<file path="src/verilog/rv32iIsaPkg.sv">
// RV32I encodings and instruction format views, imported by the decode stage modules
`default_nettype none

package rv32iIsaPkg;

    ////////////////////////////////////////////////////////////////////////////
    // Major opcodes
    ////////////////////////////////////////////////////////////////////////////
    typedef enum logic [6:0] {
        OP_R      = 7'b0110011,                   // Register-register ALU
        OP_LOAD   = 7'b0000011,                   // I-type loads
        OP_IMM    = 7'b0010011,                   // I-type ALU
        OP_JALR   = 7'b1100111,
        OP_STORE  = 7'b0100011,                   // S-type
        OP_BRANCH = 7'b1100011,                   // B-type
        OP_LUI    = 7'b0110111,
        OP_AUIPC  = 7'b0010111,
        OP_JAL    = 7'b1101111,                   // J-type
        OP_FENCE  = 7'b0001111,                   // FENCE and PAUSE
        OP_SYSTEM = 7'b1110011                    // ECALL and EBREAK
    } opcodeE;

    // ALU funct3, shared by R-type and I-type arithmetic
    localparam logic [2:0] F3_ADD_SUB = 3'b000;
    localparam logic [2:0] F3_SLL     = 3'b001;
    localparam logic [2:0] F3_SLT     = 3'b010;
    localparam logic [2:0] F3_SLTU    = 3'b011;
    localparam logic [2:0] F3_XOR     = 3'b100;
    localparam logic [2:0] F3_SRL_SRA = 3'b101;
    localparam logic [2:0] F3_OR      = 3'b110;
    localparam logic [2:0] F3_AND     = 3'b111;

    // Loads and stores
    localparam logic [2:0] F3_LB  = 3'b000;
    localparam logic [2:0] F3_LH  = 3'b001;
    localparam logic [2:0] F3_LW  = 3'b010;
    localparam logic [2:0] F3_LBU = 3'b100;
    localparam logic [2:0] F3_LHU = 3'b101;
    localparam logic [2:0] F3_SB  = 3'b000;
    localparam logic [2:0] F3_SH  = 3'b001;
    localparam logic [2:0] F3_SW  = 3'b010;

    // Branches and JALR
    localparam logic [2:0] F3_BEQ  = 3'b000;
    localparam logic [2:0] F3_BNE  = 3'b001;
    localparam logic [2:0] F3_BLT  = 3'b100;
    localparam logic [2:0] F3_BGE  = 3'b101;
    localparam logic [2:0] F3_BLTU = 3'b110;
    localparam logic [2:0] F3_BGEU = 3'b111;
    localparam logic [2:0] F3_JALR = 3'b000;

    localparam logic [6:0] F7_BASE = 7'b0000000;  // ADD, SRL and all others
    localparam logic [6:0] F7_ALT  = 7'b0100000;  // SUB, SRA, SRAI

    ////////////////////////////////////////////////////////////////////////////
    // Instruction formats, MSB first
    ////////////////////////////////////////////////////////////////////////////
    typedef struct packed {
        logic [6:0] funct7;
        logic [4:0] rs2;
        logic [4:0] rs1;
        logic [2:0] funct3;
        logic [4:0] rd;
        opcodeE     opcode;
    } rTypeS;

    typedef struct packed {
        logic [11:0] imm;
        logic [4:0]  rs1;
        logic [2:0]  funct3;
        logic [4:0]  rd;
        opcodeE      opcode;
    } iTypeS;

    typedef struct packed {
        logic [6:0] immHi;                        // imm[11:5]
        logic [4:0] rs2;
        logic [4:0] rs1;
        logic [2:0] funct3;
        logic [4:0] immLo;                        // imm[4:0]
        opcodeE     opcode;
    } sTypeS;

    typedef struct packed {
        logic       imm12;
        logic [5:0] imm10to5;
        logic [4:0] rs2;
        logic [4:0] rs1;
        logic [2:0] funct3;
        logic [3:0] imm4to1;
        logic       imm11;
        opcodeE     opcode;
    } bTypeS;

    typedef struct packed {
        logic [19:0] imm31to12;
        logic [4:0]  rd;
        opcodeE      opcode;
    } uTypeS;

    typedef struct packed {
        logic       imm20;
        logic [9:0] imm10to1;
        logic       imm11;
        logic [7:0] imm19to12;
        logic [4:0] rd;
        opcodeE     opcode;
    } jTypeS;

    typedef union packed {
        rTypeS r;
        iTypeS i;
        sTypeS s;
        bTypeS b;
        uTypeS u;
        jTypeS j;
    } instrU;

endpackage

`default_nettype wire

</file>
<file path="src/verilog/rv32iCtrlPkg.sv">
// Control encodings and pipeline bundles passed between decode, execute and writeback
`default_nettype none

package rv32iCtrlPkg;

    ////////////////////////////////////////////////////////////////////////////
    // Control field encodings, zero is always the safe value
    ////////////////////////////////////////////////////////////////////////////
    typedef enum logic [3:0] {
        ALU_ADD  = 4'd0,
        ALU_SUB  = 4'd1,
        ALU_SLL  = 4'd2,
        ALU_BLT  = 4'd3,                          // Also SLT, SLTI
        ALU_BLTU = 4'd4,                          // Also SLTU, SLTIU
        ALU_XOR  = 4'd5,
        ALU_SRL  = 4'd6,
        ALU_SRA  = 4'd7,
        ALU_OR   = 4'd8,
        ALU_AND  = 4'd9,
        ALU_LUI  = 4'd10,                         // Pass source B
        ALU_BEQ  = 4'd11,
        ALU_BNE  = 4'd12,
        ALU_BGE  = 4'd13,
        ALU_BGEU = 4'd14
    } aluOpE;

    typedef enum logic [2:0] {
        MEM_BYTE   = 3'd0,
        MEM_HALF   = 3'd1,
        MEM_WORD   = 3'd2,
        MEM_BYTE_U = 3'd3,                        // Zero-extended loads
        MEM_HALF_U = 3'd4
    } memSizeE;

    typedef enum logic [2:0] {
        IMM_I = 3'd0,
        IMM_S = 3'd1,
        IMM_B = 3'd2,
        IMM_U = 3'd3,
        IMM_J = 3'd4
    } immTypeE;

    typedef enum logic [1:0] {
        RESULT_ALU = 2'd0,
        RESULT_MEM = 2'd1,
        RESULT_PC4 = 2'd2                         // Link value for JAL and JALR
    } resultSrcE;

    typedef enum logic {SRCA_REG = 1'b0, SRCA_PC = 1'b1} srcASelE;
    typedef enum logic {SRCB_REG = 1'b0, SRCB_IMM = 1'b1} srcBSelE;
    typedef enum logic {BRANCH_PC = 1'b0, BRANCH_REG = 1'b1} branchSrcSelE;  // Target base

    ////////////////////////////////////////////////////////////////////////////
    // Bundles
    ////////////////////////////////////////////////////////////////////////////
    typedef struct packed {
        logic         regWrEn;
        logic         memWrEn;
        logic         jumpEn;
        logic         branchEn;
        memSizeE      memSize;
        aluOpE        aluOp;
        srcASelE      srcASel;
        srcBSelE      srcBSel;
        branchSrcSelE branchSrcSel;
        resultSrcE    resultSrc;
    } ctrlS;

    typedef struct packed {
        ctrlS        ctrl;
        logic [31:0] pc;
        logic [4:0]  rd;
        logic [4:0]  rs1;                         // Kept for the hazard unit
        logic [4:0]  rs2;
        logic [31:0] rs1Data;
        logic [31:0] rs2Data;
        logic [31:0] imm;
    } idExS;

    typedef struct packed {
        logic        en;
        logic [4:0]  addr;
        logic [31:0] data;
    } wbS;

endpackage

`default_nettype wire

</file>
<file path="src/verilog/controlUnit.sv">
// Combinational RV32I decoder that turns opcode, funct3 and funct7 into the control bundle
`default_nettype none

module controlUnit
    import rv32iIsaPkg::*;
    import rv32iCtrlPkg::*;
(
    input  wire instrU instr,
    output ctrlS       ctrl,
    output immTypeE    immType
);

    // All enables off, ADD, register sources, ALU result
    localparam ctrlS ctrlNop = '{
        regWrEn:      1'b0,
        memWrEn:      1'b0,
        jumpEn:       1'b0,
        branchEn:     1'b0,
        memSize:      MEM_BYTE,
        aluOp:        ALU_ADD,
        srcASel:      SRCA_REG,
        srcBSel:      SRCB_REG,
        branchSrcSel: BRANCH_PC,
        resultSrc:    RESULT_ALU
    };

    logic [2:0] f3;
    logic       f7Base;
    logic       f7Alt;
    logic       legal;                            // Cleared by any bad field

    assign f3     = instr.r.funct3;
    assign f7Base = (instr.r.funct7 == F7_BASE);
    assign f7Alt  = (instr.r.funct7 == F7_ALT);

    always_comb
    begin
        legal   = 1'b1;
        ctrl    = ctrlNop;
        immType = IMM_I;
        case (instr.r.opcode)
            OP_R:
            begin
                ctrl.regWrEn = 1'b1;
                case (f3)
                    F3_ADD_SUB: ctrl.aluOp = f7Alt ? ALU_SUB : ALU_ADD;
                    F3_SLL:     ctrl.aluOp = ALU_SLL;
                    F3_SLT:     ctrl.aluOp = ALU_BLT;     // Same compare as BLT
                    F3_SLTU:    ctrl.aluOp = ALU_BLTU;
                    F3_XOR:     ctrl.aluOp = ALU_XOR;
                    F3_SRL_SRA: ctrl.aluOp = f7Alt ? ALU_SRA : ALU_SRL;
                    F3_OR:      ctrl.aluOp = ALU_OR;
                    F3_AND:     ctrl.aluOp = ALU_AND;
                endcase
                // Alternate funct7 only valid for SUB and SRA
                legal = f7Base || (f7Alt && (f3 == F3_ADD_SUB || f3 == F3_SRL_SRA));
            end
            OP_IMM:
            begin
                ctrl.regWrEn = 1'b1;
                ctrl.srcBSel = SRCB_IMM;
                case (f3)
                    F3_ADD_SUB: ctrl.aluOp = ALU_ADD;     // No SUBI exists
                    F3_SLL:     ctrl.aluOp = ALU_SLL;
                    F3_SLT:     ctrl.aluOp = ALU_BLT;
                    F3_SLTU:    ctrl.aluOp = ALU_BLTU;
                    F3_XOR:     ctrl.aluOp = ALU_XOR;
                    F3_SRL_SRA: ctrl.aluOp = f7Alt ? ALU_SRA : ALU_SRL;
                    F3_OR:      ctrl.aluOp = ALU_OR;
                    F3_AND:     ctrl.aluOp = ALU_AND;
                endcase
                // Shift amounts sit in imm[4:0] and the upper imm bits act as funct7
                if (f3 == F3_SLL)
                    legal = f7Base;
                else if (f3 == F3_SRL_SRA)
                    legal = f7Base || f7Alt;
            end
            OP_LOAD:
            begin
                ctrl.regWrEn   = 1'b1;
                ctrl.srcBSel   = SRCB_IMM;                // rs1 + offset
                ctrl.resultSrc = RESULT_MEM;
                case (f3)
                    F3_LB:   ctrl.memSize = MEM_BYTE;
                    F3_LH:   ctrl.memSize = MEM_HALF;
                    F3_LW:   ctrl.memSize = MEM_WORD;
                    F3_LBU:  ctrl.memSize = MEM_BYTE_U;
                    F3_LHU:  ctrl.memSize = MEM_HALF_U;
                    default: legal = 1'b0;
                endcase
            end
            OP_STORE:
            begin
                ctrl.memWrEn = 1'b1;
                ctrl.srcBSel = SRCB_IMM;
                immType      = IMM_S;
                case (f3)
                    F3_SB:   ctrl.memSize = MEM_BYTE;
                    F3_SH:   ctrl.memSize = MEM_HALF;
                    F3_SW:   ctrl.memSize = MEM_WORD;
                    default: legal = 1'b0;
                endcase
            end
            OP_BRANCH:
            begin
                ctrl.branchEn = 1'b1;                     // Compare rs1 with rs2
                immType       = IMM_B;
                case (f3)
                    F3_BEQ:  ctrl.aluOp = ALU_BEQ;
                    F3_BNE:  ctrl.aluOp = ALU_BNE;
                    F3_BLT:  ctrl.aluOp = ALU_BLT;
                    F3_BGE:  ctrl.aluOp = ALU_BGE;
                    F3_BLTU: ctrl.aluOp = ALU_BLTU;
                    F3_BGEU: ctrl.aluOp = ALU_BGEU;
                    default: legal = 1'b0;                // 010 and 011 unused
                endcase
            end
            OP_JALR:
            begin
                ctrl.regWrEn      = 1'b1;
                ctrl.jumpEn       = 1'b1;
                ctrl.srcBSel      = SRCB_IMM;
                ctrl.branchSrcSel = BRANCH_REG;           // Target from rs1 + imm
                ctrl.resultSrc    = RESULT_PC4;
                legal             = (f3 == F3_JALR);
            end
            OP_JAL:
            begin
                ctrl.regWrEn   = 1'b1;
                ctrl.jumpEn    = 1'b1;
                ctrl.resultSrc = RESULT_PC4;              // Link to rd
                immType        = IMM_J;
            end
            OP_LUI:
            begin
                ctrl.regWrEn = 1'b1;
                ctrl.aluOp   = ALU_LUI;
                ctrl.srcBSel = SRCB_IMM;
                immType      = IMM_U;
            end
            OP_AUIPC:
            begin
                ctrl.regWrEn = 1'b1;
                ctrl.srcASel = SRCA_PC;                   // PC + upper immediate
                ctrl.srcBSel = SRCB_IMM;
                immType      = IMM_U;
            end
            default: legal = 1'b0;                        // FENCE, SYSTEM and unknown opcodes
        endcase

        if (!legal)
            ctrl = ctrlNop;                               // Nothing may change state
    end

endmodule

`default_nettype wire

</file>
<file path="src/verilog/registerFile.sv">
// Two-read one-write register file with x0 tied to zero and writeback forwarding
`default_nettype none

module registerFile
    import rv32iCtrlPkg::*;
#(
    parameter int regCount = 32                   // 16 for RV32E
)
(
    input  wire        CLK,
    input  wire  [4:0] rs1Addr,
    input  wire  [4:0] rs2Addr,
    input  wire  wbS   wb,
    output logic [31:0] rs1Data,
    output logic [31:0] rs2Data
);

    logic [31:0] regs [regCount];                 // One word per architectural register

    // Zero for x0 and missing registers, then same-cycle write, then array
    function automatic logic [31:0] readReg(input logic [4:0] addr);
        if (addr == 5'd0 || int'(addr) >= regCount)
            return 32'd0;
        else if (wb.en && wb.addr == addr)
            return wb.data;                       // Bypass this cycle's write
        else
            return regs[addr];
    endfunction

    always_ff @(posedge CLK)
    begin
        if (wb.en && wb.addr != 5'd0 && int'(wb.addr) < regCount)
            regs[wb.addr] <= wb.data;
    end

    always_comb
    begin
        rs1Data = readReg(rs1Addr);
        rs2Data = readReg(rs2Addr);
    end

endmodule

`default_nettype wire

</file>
<file path="src/verilog/immediateExtender.sv">
// Assembles the 32-bit immediate from the instruction word for the selected format
`default_nettype none

module immediateExtender
    import rv32iIsaPkg::*;
    import rv32iCtrlPkg::*;
(
    input  wire instrU   instr,
    input  wire immTypeE immType,
    output logic [31:0]  imm
);

    always_comb
    begin
        case (immType)
            IMM_I: imm = {{20{instr.i.imm[11]}}, instr.i.imm};
            IMM_S: imm = {{20{instr.s.immHi[6]}}, instr.s.immHi, instr.s.immLo};
            IMM_B: imm = {{20{instr.b.imm12}}, instr.b.imm11, instr.b.imm10to5,
                          instr.b.imm4to1, 1'b0};                 // Halfword offset
            IMM_U: imm = {instr.u.imm31to12, 12'd0};               // Upper 20 bits
            IMM_J: imm = {{12{instr.j.imm20}}, instr.j.imm19to12, instr.j.imm11,
                          instr.j.imm10to1, 1'b0};
            default: imm = 32'd0;                                  // Unused codes
        endcase
    end

endmodule

`default_nettype wire

</file>
<file path="src/verilog/idExRegister.sv">
// ID/EX pipeline register, loads the decoded bundle with stall hold and flush to bubble
`default_nettype none

module idExRegister
    import rv32iCtrlPkg::*;
(
    input  wire       CLK,
    input  wire       arstN,
    input  wire       stall,                      // Hold, from hazard unit
    input  wire       flush,                      // Bubble, wins over stall
    input  wire idExS nextBundle,
    output idExS      ex
);

    ////////////////////////////////////////////////////////////////////////////
    // An all-zero bundle is a bubble: no enables, ADD, register sources
    ////////////////////////////////////////////////////////////////////////////
    always_ff @(posedge CLK or negedge arstN)
    begin
        if (!arstN)
        begin
            ex <= '0;
        end
        else if (flush)
        begin
            ex <= '0;                             // Squash wrong-path instruction
        end
        else if (!stall)
        begin
            ex <= nextBundle;                     // Normal advance
        end
    end

endmodule

`default_nettype wire

</file>
<file path="src/verilog/decodeStage.sv">
// RV32I decode stage top level, joins decoder, register file, extender and ID/EX register
`default_nettype none

module decodeStage
    import rv32iIsaPkg::*;
    import rv32iCtrlPkg::*;
#(
    parameter int regCount = 32                   // Passed to the register file
)
(
    input  wire              CLK,
    input  wire              arstN,
    input  wire instrU       instrD,              // Held by fetch
    input  wire       [31:0] pcD,
    input  wire wbS          wb,                  // One cycle per write
    input  wire              stall,
    input  wire              flush,
    output idExS             ex
);

    ctrlS        ctrl;
    immTypeE     immType;
    logic [31:0] rs1Data;
    logic [31:0] rs2Data;
    logic [31:0] imm;
    idExS        nextBundle;

    controlUnit uControl (
        .instr   (instrD),
        .ctrl    (ctrl),
        .immType (immType)
    );

    registerFile #(
        .regCount (regCount)
    ) uRegFile (
        .CLK     (CLK),
        .rs1Addr (instrD.r.rs1),                  // Same position in every format
        .rs2Addr (instrD.r.rs2),
        .wb      (wb),
        .rs1Data (rs1Data),
        .rs2Data (rs2Data)
    );

    immediateExtender uImmExt (
        .instr   (instrD),
        .immType (immType),
        .imm     (imm)
    );

    ////////////////////////////////////////////////////////////////////////////
    // Next ID/EX contents
    ////////////////////////////////////////////////////////////////////////////
    always_comb
    begin
        nextBundle.ctrl    = ctrl;
        nextBundle.pc      = pcD;
        nextBundle.rd      = instrD.r.rd;
        nextBundle.rs1     = instrD.r.rs1;        // Raw fields for hazard detection
        nextBundle.rs2     = instrD.r.rs2;
        nextBundle.rs1Data = rs1Data;
        nextBundle.rs2Data = rs2Data;
        nextBundle.imm     = imm;
    end

    idExRegister uIdEx (
        .CLK        (CLK),
        .arstN      (arstN),
        .stall      (stall),
        .flush      (flush),
        .nextBundle (nextBundle),
        .ex         (ex)
    );

endmodule

`default_nettype wire

</file>
<file path="config.mk">
export PLATFORM = sky130hd
export DESIGN_NAME = decodeStage
export DESIGN_NICKNAME = d
export VERILOG_FILES = /design/src/verilog/rv32iIsaPkg.sv /design/src/verilog/rv32iCtrlPkg.sv /design/src/verilog/controlUnit.sv /design/src/verilog/registerFile.sv /design/src/verilog/immediateExtender.sv /design/src/verilog/idExRegister.sv /design/src/verilog/decodeStage.sv
export SDC_FILE = /design/constraint.sdc
export NUM_CORES = 2
export LEC_CHECK = 0
export BUFFER_PORTS_ARGS = -buffer_cell sky130_fd_sc_hd__buf_4
export CAP_MARGIN = 20
export CORE_MARGIN = 5
export CORE_UTILIZATION = 34
export CTS_BUF_LIST = sky130_fd_sc_hd__clkbuf_2 sky130_fd_sc_hd__clkbuf_4 sky130_fd_sc_hd__clkbuf_8
export DETAILED_ROUTE_END_ITERATION = 10
export GPL_ROUTABILITY_DRIVEN = 1
export SLEW_MARGIN = 20
export SYNTH_ARGS = -nofsm -noshare
export SYNTH_HDL_FRONTEND = slang
export SYNTH_HIERARCHICAL = 1
export SYNTH_SLANG_ARGS = --single-unit
</file>
<file path="constraint.sdc">
create_clock -name CLK -period 3 [get_ports CLK]
set_clock_uncertainty 0.1 [all_clocks]
set_input_delay 0.6 -clock CLK [delete_from_list [all_inputs] [get_ports CLK]]
set_output_delay 0.6 -clock CLK [all_outputs]
set_load 0.02 [all_outputs]
</file>
# ---- Word level (Yosys, flattened, before mapping)
# Memories as Yosys holds them, arrays and structs flattened.
# Index checks and enable logic that the tools add are counted.
dict set report totals {
  register_bits 159
  ram_bits 1024
  input_bits 106
  out_inout_bits 159
  n_memories 1
}
# memory depth word_bits rd rd_clocked_by_memory_dff write_ports line_no
set mem_list {}
lappend mem_list {uRegFile.regs 32 32 2 0 1 registerFile.sv:18} ;# logic [31:0] regs [regCount];
dict set report op_classes {
  eq_ne 24
  mux 34
  reduce_logical 21
}
# op count
set ops {}
lappend ops {{159-bit two-way mux} 2}
lappend ops {{32-bit one-hot mux with 5 select lines} 1}
lappend ops {{32-bit two-way mux} 4}
lappend ops {{4-bit one-hot mux with 8 select lines} 2}
lappend ops {{7-bit by 6-bit equality test with 1-bit output (second input constant)} 4}
lappend ops {{3-bit one-hot mux with 4 select lines} 2}
lappend ops {{4-bit one-hot mux with 6 select lines} 1}
lappend ops {{7-bit equality test (second input constant)} 3}
lappend ops {{1-bit two-way mux} 16}
lappend ops {{16-bit two-way mux} 1}
lappend ops {{4-bit one-hot mux with 4 select lines} 1}
lappend ops {{3-bit equality test (second input constant)} 5}
lappend ops {{7-bit by 5-bit equality test with 1-bit output (second input constant)} 2}
lappend ops {{3-bit by 2-bit equality test with 1-bit output (second input constant)} 4}
lappend ops {{6-bit OR reduction} 2}
lappend ops {{5-bit equality test} 2}
lappend ops {{5-bit logical NOT} 2}
lappend ops {{2-bit one-hot mux with 2 select lines} 2}
lappend ops {{7-bit by 2-bit equality test with 1-bit output (second input constant)} 1}
lappend ops {{7-bit logical NOT} 1}
lappend ops {{1-bit one-hot mux with 7 select lines} 1}
lappend ops {{7-bit OR reduction} 1}
lappend ops {{3-bit by 1-bit equality test with 1-bit output (second input constant)} 2}
lappend ops {{3-bit logical NOT} 2}
lappend ops {{8 further kinds} 15}

# ---- Logic depth before layout (Yosys ltp)
dict set report logic_depth {
  ltp_word 8
  depth_mapped 12
  ltp_nobuf 8
}

# ---- Cells and area by module
# The synthesis kept the hierarchy.
# module instances cells_each area_each_um2
set by_module_without_submodules {}
lappend by_module_without_submodules {registerFile 1 2524 47951.0}
lappend by_module_without_submodules {idExRegister 1 513 6463.7}
lappend by_module_without_submodules {controlUnit 1 97 590.6}
lappend by_module_without_submodules {immediateExtender 1 94 540.5}

# ---- Least setup slack after synthesis
# No wires, ideal clock.
dict set report synth_path {
  path_kind {in2reg}
  from {input port wb[32] (netlist name)}
  to {memory uRegFile.regs[28][0] (enable)}
  setup_time_ns 0.421
  arrival_ns 2.756
  t_required_ns 2.479
  path_slack_ns -0.277
  cell_stages 4
  path_cell_list {clkbuf_1 -> or3b_2 -> clkbuf_1 -> nor2_1}
}
dict set report synth_between {
  elab_chain_len 4
}
# item line_no
set synth_rtl {}
lappend synth_rtl {{start: declaration} decodeStage.sv:15} ;# input wire wbS wb,
lappend synth_rtl {{5-bit nonzero test} registerFile.sv:32} ;# if (wb.en && wb.addr != 5'd0 && int'(wb.addr) < regCount)
lappend synth_rtl {{1-bit logical AND} registerFile.sv:32}
lappend synth_rtl {{1-bit two-way mux} registerFile.sv:32}
lappend synth_rtl {{1-bit two-way mux (implied by the code)} registerFile.sv:33} ;# regs[wb.addr] <= wb.data;
lappend synth_rtl {{end: declaration} registerFile.sv:18}
# Several ways; a longest one is shown, not always the timed one.

# ---- Worst setup path after layout
dict set report layout_path {
  from {input port instrD[5] (netlist name)}
  to {register uIdEx/ex[30] (netlist name)}
}
dict set report layout_between {
  elab_chain_len 7
  elab_cells_between_ends 15
  cone_classes {9 x eq/ne; 4 x mux; 2 x reduce/logical}
}
# item line_no
set layout_rtl {}
lappend layout_rtl {{start: declaration} decodeStage.sv:13} ;# input wire instrU instrD,
lappend layout_rtl {{7-bit by 6-bit equality test with 1-bit output / 7-bit by 5-bit equality test with 1-bit output (equally long branches)} controlUnit.sv:41} ;# case (instr.r.opcode)
lappend layout_rtl {{2-bit OR reduction (no line)} --}
lappend layout_rtl {{3-bit one-hot mux with 4 select lines *} controlUnit.sv:41}
lappend layout_rtl {{net immType[1]} decodeStage.sv:22} ;# immTypeE immType;
lappend layout_rtl {{3-bit equality test, or another cell as far along} immediateExtender.sv:15} ;# case (immType)
lappend layout_rtl {{32-bit one-hot mux with 5 select lines *} immediateExtender.sv:15}
lappend layout_rtl {{net imm[30]} decodeStage.sv:25} ;# logic [31:0] imm;
lappend layout_rtl {{159-bit two-way mux *} idExRegister.sv:28} ;# else if (!stall)
lappend layout_rtl {{159-bit two-way mux *} idExRegister.sv:24} ;# else if (flush)
# Mark *: on every way through the listed nets, which the timed path passes. The rest lies on a longest branch. The select of a mux whose other input is x is not followed.
# A chain may end at the register's enable or synchronous reset.

==> impl_metrics.sql <==
INSERT INTO impl_metrics (metric_group, metric, value, unit) VALUES
('synth', 'yosys_most_used_dff', 'sky130_fd_sc_hd__edfxtp_1', ''),
('timing', 'maxSlewViolCount', '0', ''),
('clock_tree', 'clkLatencyLatePin', '0.91', 'ns'),
('worst_setup_path', 'critical_path_class', 'in -> reg', ''),
('clock_tree', 'clockRootBuffer', 'sky130_fd_sc_hd__clkbuf_8', ''),
('floorplanning', 'floorplan.die_area', '0.1716', 'mm^2'),
('worst_setup_path', 'rr_worst_depth', '7', ''),
('timing', 'final_hold_viol_count', '0', ''),
('global_route', 'grtUsageMet1', '29.75', '%'),
('status', 'status', 'finished clean', ''),
('placed_design', 'detailedPlacementHpwl', '118.6', 'mm'),
('global_route', 'initial_antenna_violation_count', '9', ''),
('clock_tree', 'clkSlewWorstSetupHoldPaths', '0.07', 'ns'),
('worst_setup_path', 'regToRegSetupSlack', '0.56', 'ns'),
('min_path', 'whs_path_depth', '4', ''),
('synth', 'ys.warnings.count', '6', ''),
('global_route', 'grt_pass1_vias', '35840', ''),
('power', 'p_per_area', '548.9', 'mW/mm^2'),
('floorplanning', 'die-height', '414.2', 'um'),
('worst_setup_path', 'timing.critical_path.from_type', 'input port', ''),
('timing', 'setup-violations-final', '0', ''),
('detailed_routing', 'vias', '36200', ''),
('detailed_routing', 'detail_route.first_pass.iterations', '6', ''),
('synth', 'yosysSeqAreaShare', '62.52', '%'),
('clock_tree', 'clock_path_buffers', '3', ''),
('global_route', 'gr-usage-met2', '34.14', '%'),
('synth', 'synth_area', '0.05555', 'mm^2'),
('synth', 'synth.top_cell.area_share', '55.36', '%'),
('floorplanning', 'design.core.area', '0.1626', 'mm^2'),
('global_route', 'wire_length_of_the_first_global_routing_pass', '268.3', 'mm'),
('min_path', 'kind_of_path_behind_the_tightest_hold_check', 'in -> reg', ''),
('final_layout', 'synthToLayoutAreaGrowth', '21.72', '%'),
('timing', 'slew_headroom', '16.92', '%'),
('timing', 'period_minus_slack', '2.495', 'ns'),
('detailed_routing', 'drt-wirelength-per-cell', '30.78', 'um'),
('min_path', 'min_from', 'instrD[2]', ''),
('final_layout', 'final_core_utilization', '41.58', '%'),
('clock_tree', 'ctsResizeCount', '0', ''),
('worst_setup_path', 'regToRegEndpoint', 'uIdEx/ex[38]$_DFFE_PN0P_', ''),
('floorplanning', 'boundaryPins', '265', ''),
('timing', 'grt_setup_unrepaired', 'no', ''),
('timing', 'setup_slack', '0.5051', 'ns'),
('global_route', 'busiest_layer', 'met2', ''),
('global_route', 'grt.total_usage', '21.55', '%'),
('floorplanning', 'dieWidth', '414.2', 'um'),
('power', 'vdd_ir_drop_max', '442.5', 'uV'),
('clock_tree', 'htreeDepth', '4', ''),
('placed_design', 'place_inst', '5755', ''),
('placed_design', 'pre_cts_slack', '-0.3033', 'ns'),
('synth', 'synth_top_cells_by_area', 'sky130_fd_sc_hd__edfxtp_1 (55%), sky130_fd_sc_hd__mux4_2 (17%), sky130_fd_sc_hd__dfrtp_1 (7.2%)', ''),
('worst_setup_path', 'critical_path_arrival', '3.19', 'ns'),
('global_route', 'met3_usage', '4.529', '%'),
('power', 'cellLeakagePower', '24.17', 'nW'),
('worst_setup_path', 'timing.critical_path.fanout_max', '9', ''),
('final_layout', 'layout.cells.most_common_list', 'sky130_fd_sc_hd__edfxtp_1 (1024), sky130_fd_sc_hd__buf_4 (477), sky130_fd_sc_hd__mux4_2 (409)', ''),
('timing', 'fmax', '400.8', 'MHz'),
('placed_design', 'place.gp.congestion', '0.8445', ''),
('worst_setup_path', 'endpoint_kind', 'register', ''),
('synth', 'synth.ff_latch_count', '1183', ''),
('floorplanning', 'placement_rows', '148', ''),
('placed_design', 'input_output_buffers', '264', ''),
('synth', 'async_flop_share', '13.44', '%'),
('clock_tree', 'post_cts_buffers', '0', ''),
('detailed_routing', 'postRouteAntennaNets', '0', ''),
('synth', 'yosysUniqueCellTypes', '78', ''),
('synth', 'synth.largest_area_cell', 'sky130_fd_sc_hd__edfxtp_1', ''),
('final_layout', 'drive_gt1_share', '35.07', '%'),
('clock_tree', 'cts_sinks', '1183', ''),
('timing', 'hold_slack', '0.09427', 'ns'),
('synth', 'post_synth_inst_count', '3228', ''),
('global_route', 'grt-ovfl-total', '0', '');
==> flip-flops by register name (all words and copies together), names as in the netlist <==
register       flops
uRegFile/regs   1024
uIdEx/ex         159
==> how the worst max path moves through the flow <==
stage                               startpoint                             end  slack, ns  cells after the start
3_5_place_dp                        instrD[20]        uIdEx/ex[48]$_DFFE_PN0P_      -0.30                      9
2_1_floorplan                           wb[32]  uRegFile/regs[28][0]$_DFFE_PP_      -0.28                      4
4_1_cts        uRegFile/regs[10][16]$_DFFE_PP_        uIdEx/ex[48]$_DFFE_PN0P_       0.54                      7
3_3_place_gp                        instrD[20]        uIdEx/ex[48]$_DFFE_PN0P_      -0.33                      9
6_report                             instrD[5]        uIdEx/ex[30]$_DFFE_PN0P_       0.51                     12
5_1_grt        uRegFile/regs[14][16]$_DFFE_PP_        uIdEx/ex[48]$_DFFE_PN0P_       0.44                      7
==> critical path, stage by stage <==
cell and delay [ns]:
sky130_fd_sc_hd__dlygate4sd3_1 0.54, sky130_fd_sc_hd__buf_4 0.17, sky130_fd_sc_hd__nand3b_1 0.18, sky130_fd_sc_hd__nor3_2 0.07, sky130_fd_sc_hd__or2_2 0.33, sky130_fd_sc_hd__and3b_1 0.28
sky130_fd_sc_hd__buf_4 0.18, sky130_fd_sc_hd__nand2_1 0.06, sky130_fd_sc_hd__nand2_1 0.04, sky130_fd_sc_hd__dlygate4sd3_1 0.55, sky130_fd_sc_hd__mux2i_1 0.12, sky130_fd_sc_hd__nor2_1 0.05
==> per-stage QoR <==
step | total power (W) | instance area, um^2 | setup TNS, ns
final | 0.03711 | 67610 | 0
after global placement | 0.02279 | 62780 | -5.194
after CTS | 0.03736 | 67600 | 0
after detailed placement | 0.02282 | 62780 | -6.146
after global routing | 0.03842 | 67600 | 0
after floorplan | 0.02094 | 55670 | -112.19
==> where the power goes <==
group	internal (W)	switching, W	total, W
registers	0.0182	0.000210	0.0184
clock network	0.00787	0.00662	0.0145
logic	0.00181	0.00236	0.00417
total	0.0279	0.00919	0.0371
==> kinds of logic after synthesis <==
kind of cell	after synthesis	synth area share, %
flip-flops	1183	62.52
XOR/XNOR	11	0.1734
AO/OA/AOI/OAI	451	6.010
AND/OR/NAND/NOR	486	3.974
adder cells (fa/ha/maj)	1	0.02027
other	1	0.006751
multiplexers	823	24.38
buffers and inverters	272	2.913
==> layout make-up <==
cell class | instances | area, um^2
diodes | 5 | 12.51
clock buffers | 284 | 3446
clock inverters | 71 | 508.0
fillers | 14680 | 94980
inverters | 9 | 33.78
multi-input cells | 1804 | 19620
flip-flops and latches | 1183 | 34730
well taps | 2175 | 2721
repair buffers | 670 | 6544
==> routing by layer <==
metal	vias up	wire length, um
met5	-	27
met4	4	6083
met3	371	18190
met2	2256	89060
met1	18940	77500
li1	14620	-
==> cells in the mapped netlist (12+ instances only) <==
cell type / count
sky130_fd_sc_hd__o22ai_1: 50
sky130_fd_sc_hd__nand2_1: 91
sky130_fd_sc_hd__clkbuf_1: 98
sky130_fd_sc_hd__nand2b_1: 12
sky130_fd_sc_hd__a22o_1: 44
sky130_fd_sc_hd__a21o_1: 13
sky130_fd_sc_hd__a211oi_1: 14
sky130_fd_sc_hd__o221ai_1: 29
sky130_fd_sc_hd__mux2i_1: 370
sky130_fd_sc_hd__nor2b_1: 26
sky130_fd_sc_hd__nor3_1: 18
sky130_fd_sc_hd__nand3_1: 13
sky130_fd_sc_hd__nor2_1: 257
sky130_fd_sc_hd__buf_6: 27
sky130_fd_sc_hd__a21oi_1: 49
sky130_fd_sc_hd__buf_2: 76
sky130_fd_sc_hd__mux4_2: 409
sky130_fd_sc_hd__edfxtp_1: 1024
sky130_fd_sc_hd__a22oi_1: 71
sky130_fd_sc_hd__o31ai_1: 13
sky130_fd_sc_hd__mux2_2: 35
sky130_fd_sc_hd__a221oi_1: 37
sky130_fd_sc_hd__o21ai_0: 43
sky130_fd_sc_hd__dfrtp_1: 159
sky130_fd_sc_hd__buf_4: 38
sky130_fd_sc_hd__a2111oi_0: 24
==> timing repair <==
item                                    4_1_cts  5_1_grt
endpoints found under the setup margin        0        0
endpoints found under the hold margin      1160        0
hold buffers                                 86        0
Power figures use the tool's default switching activity.
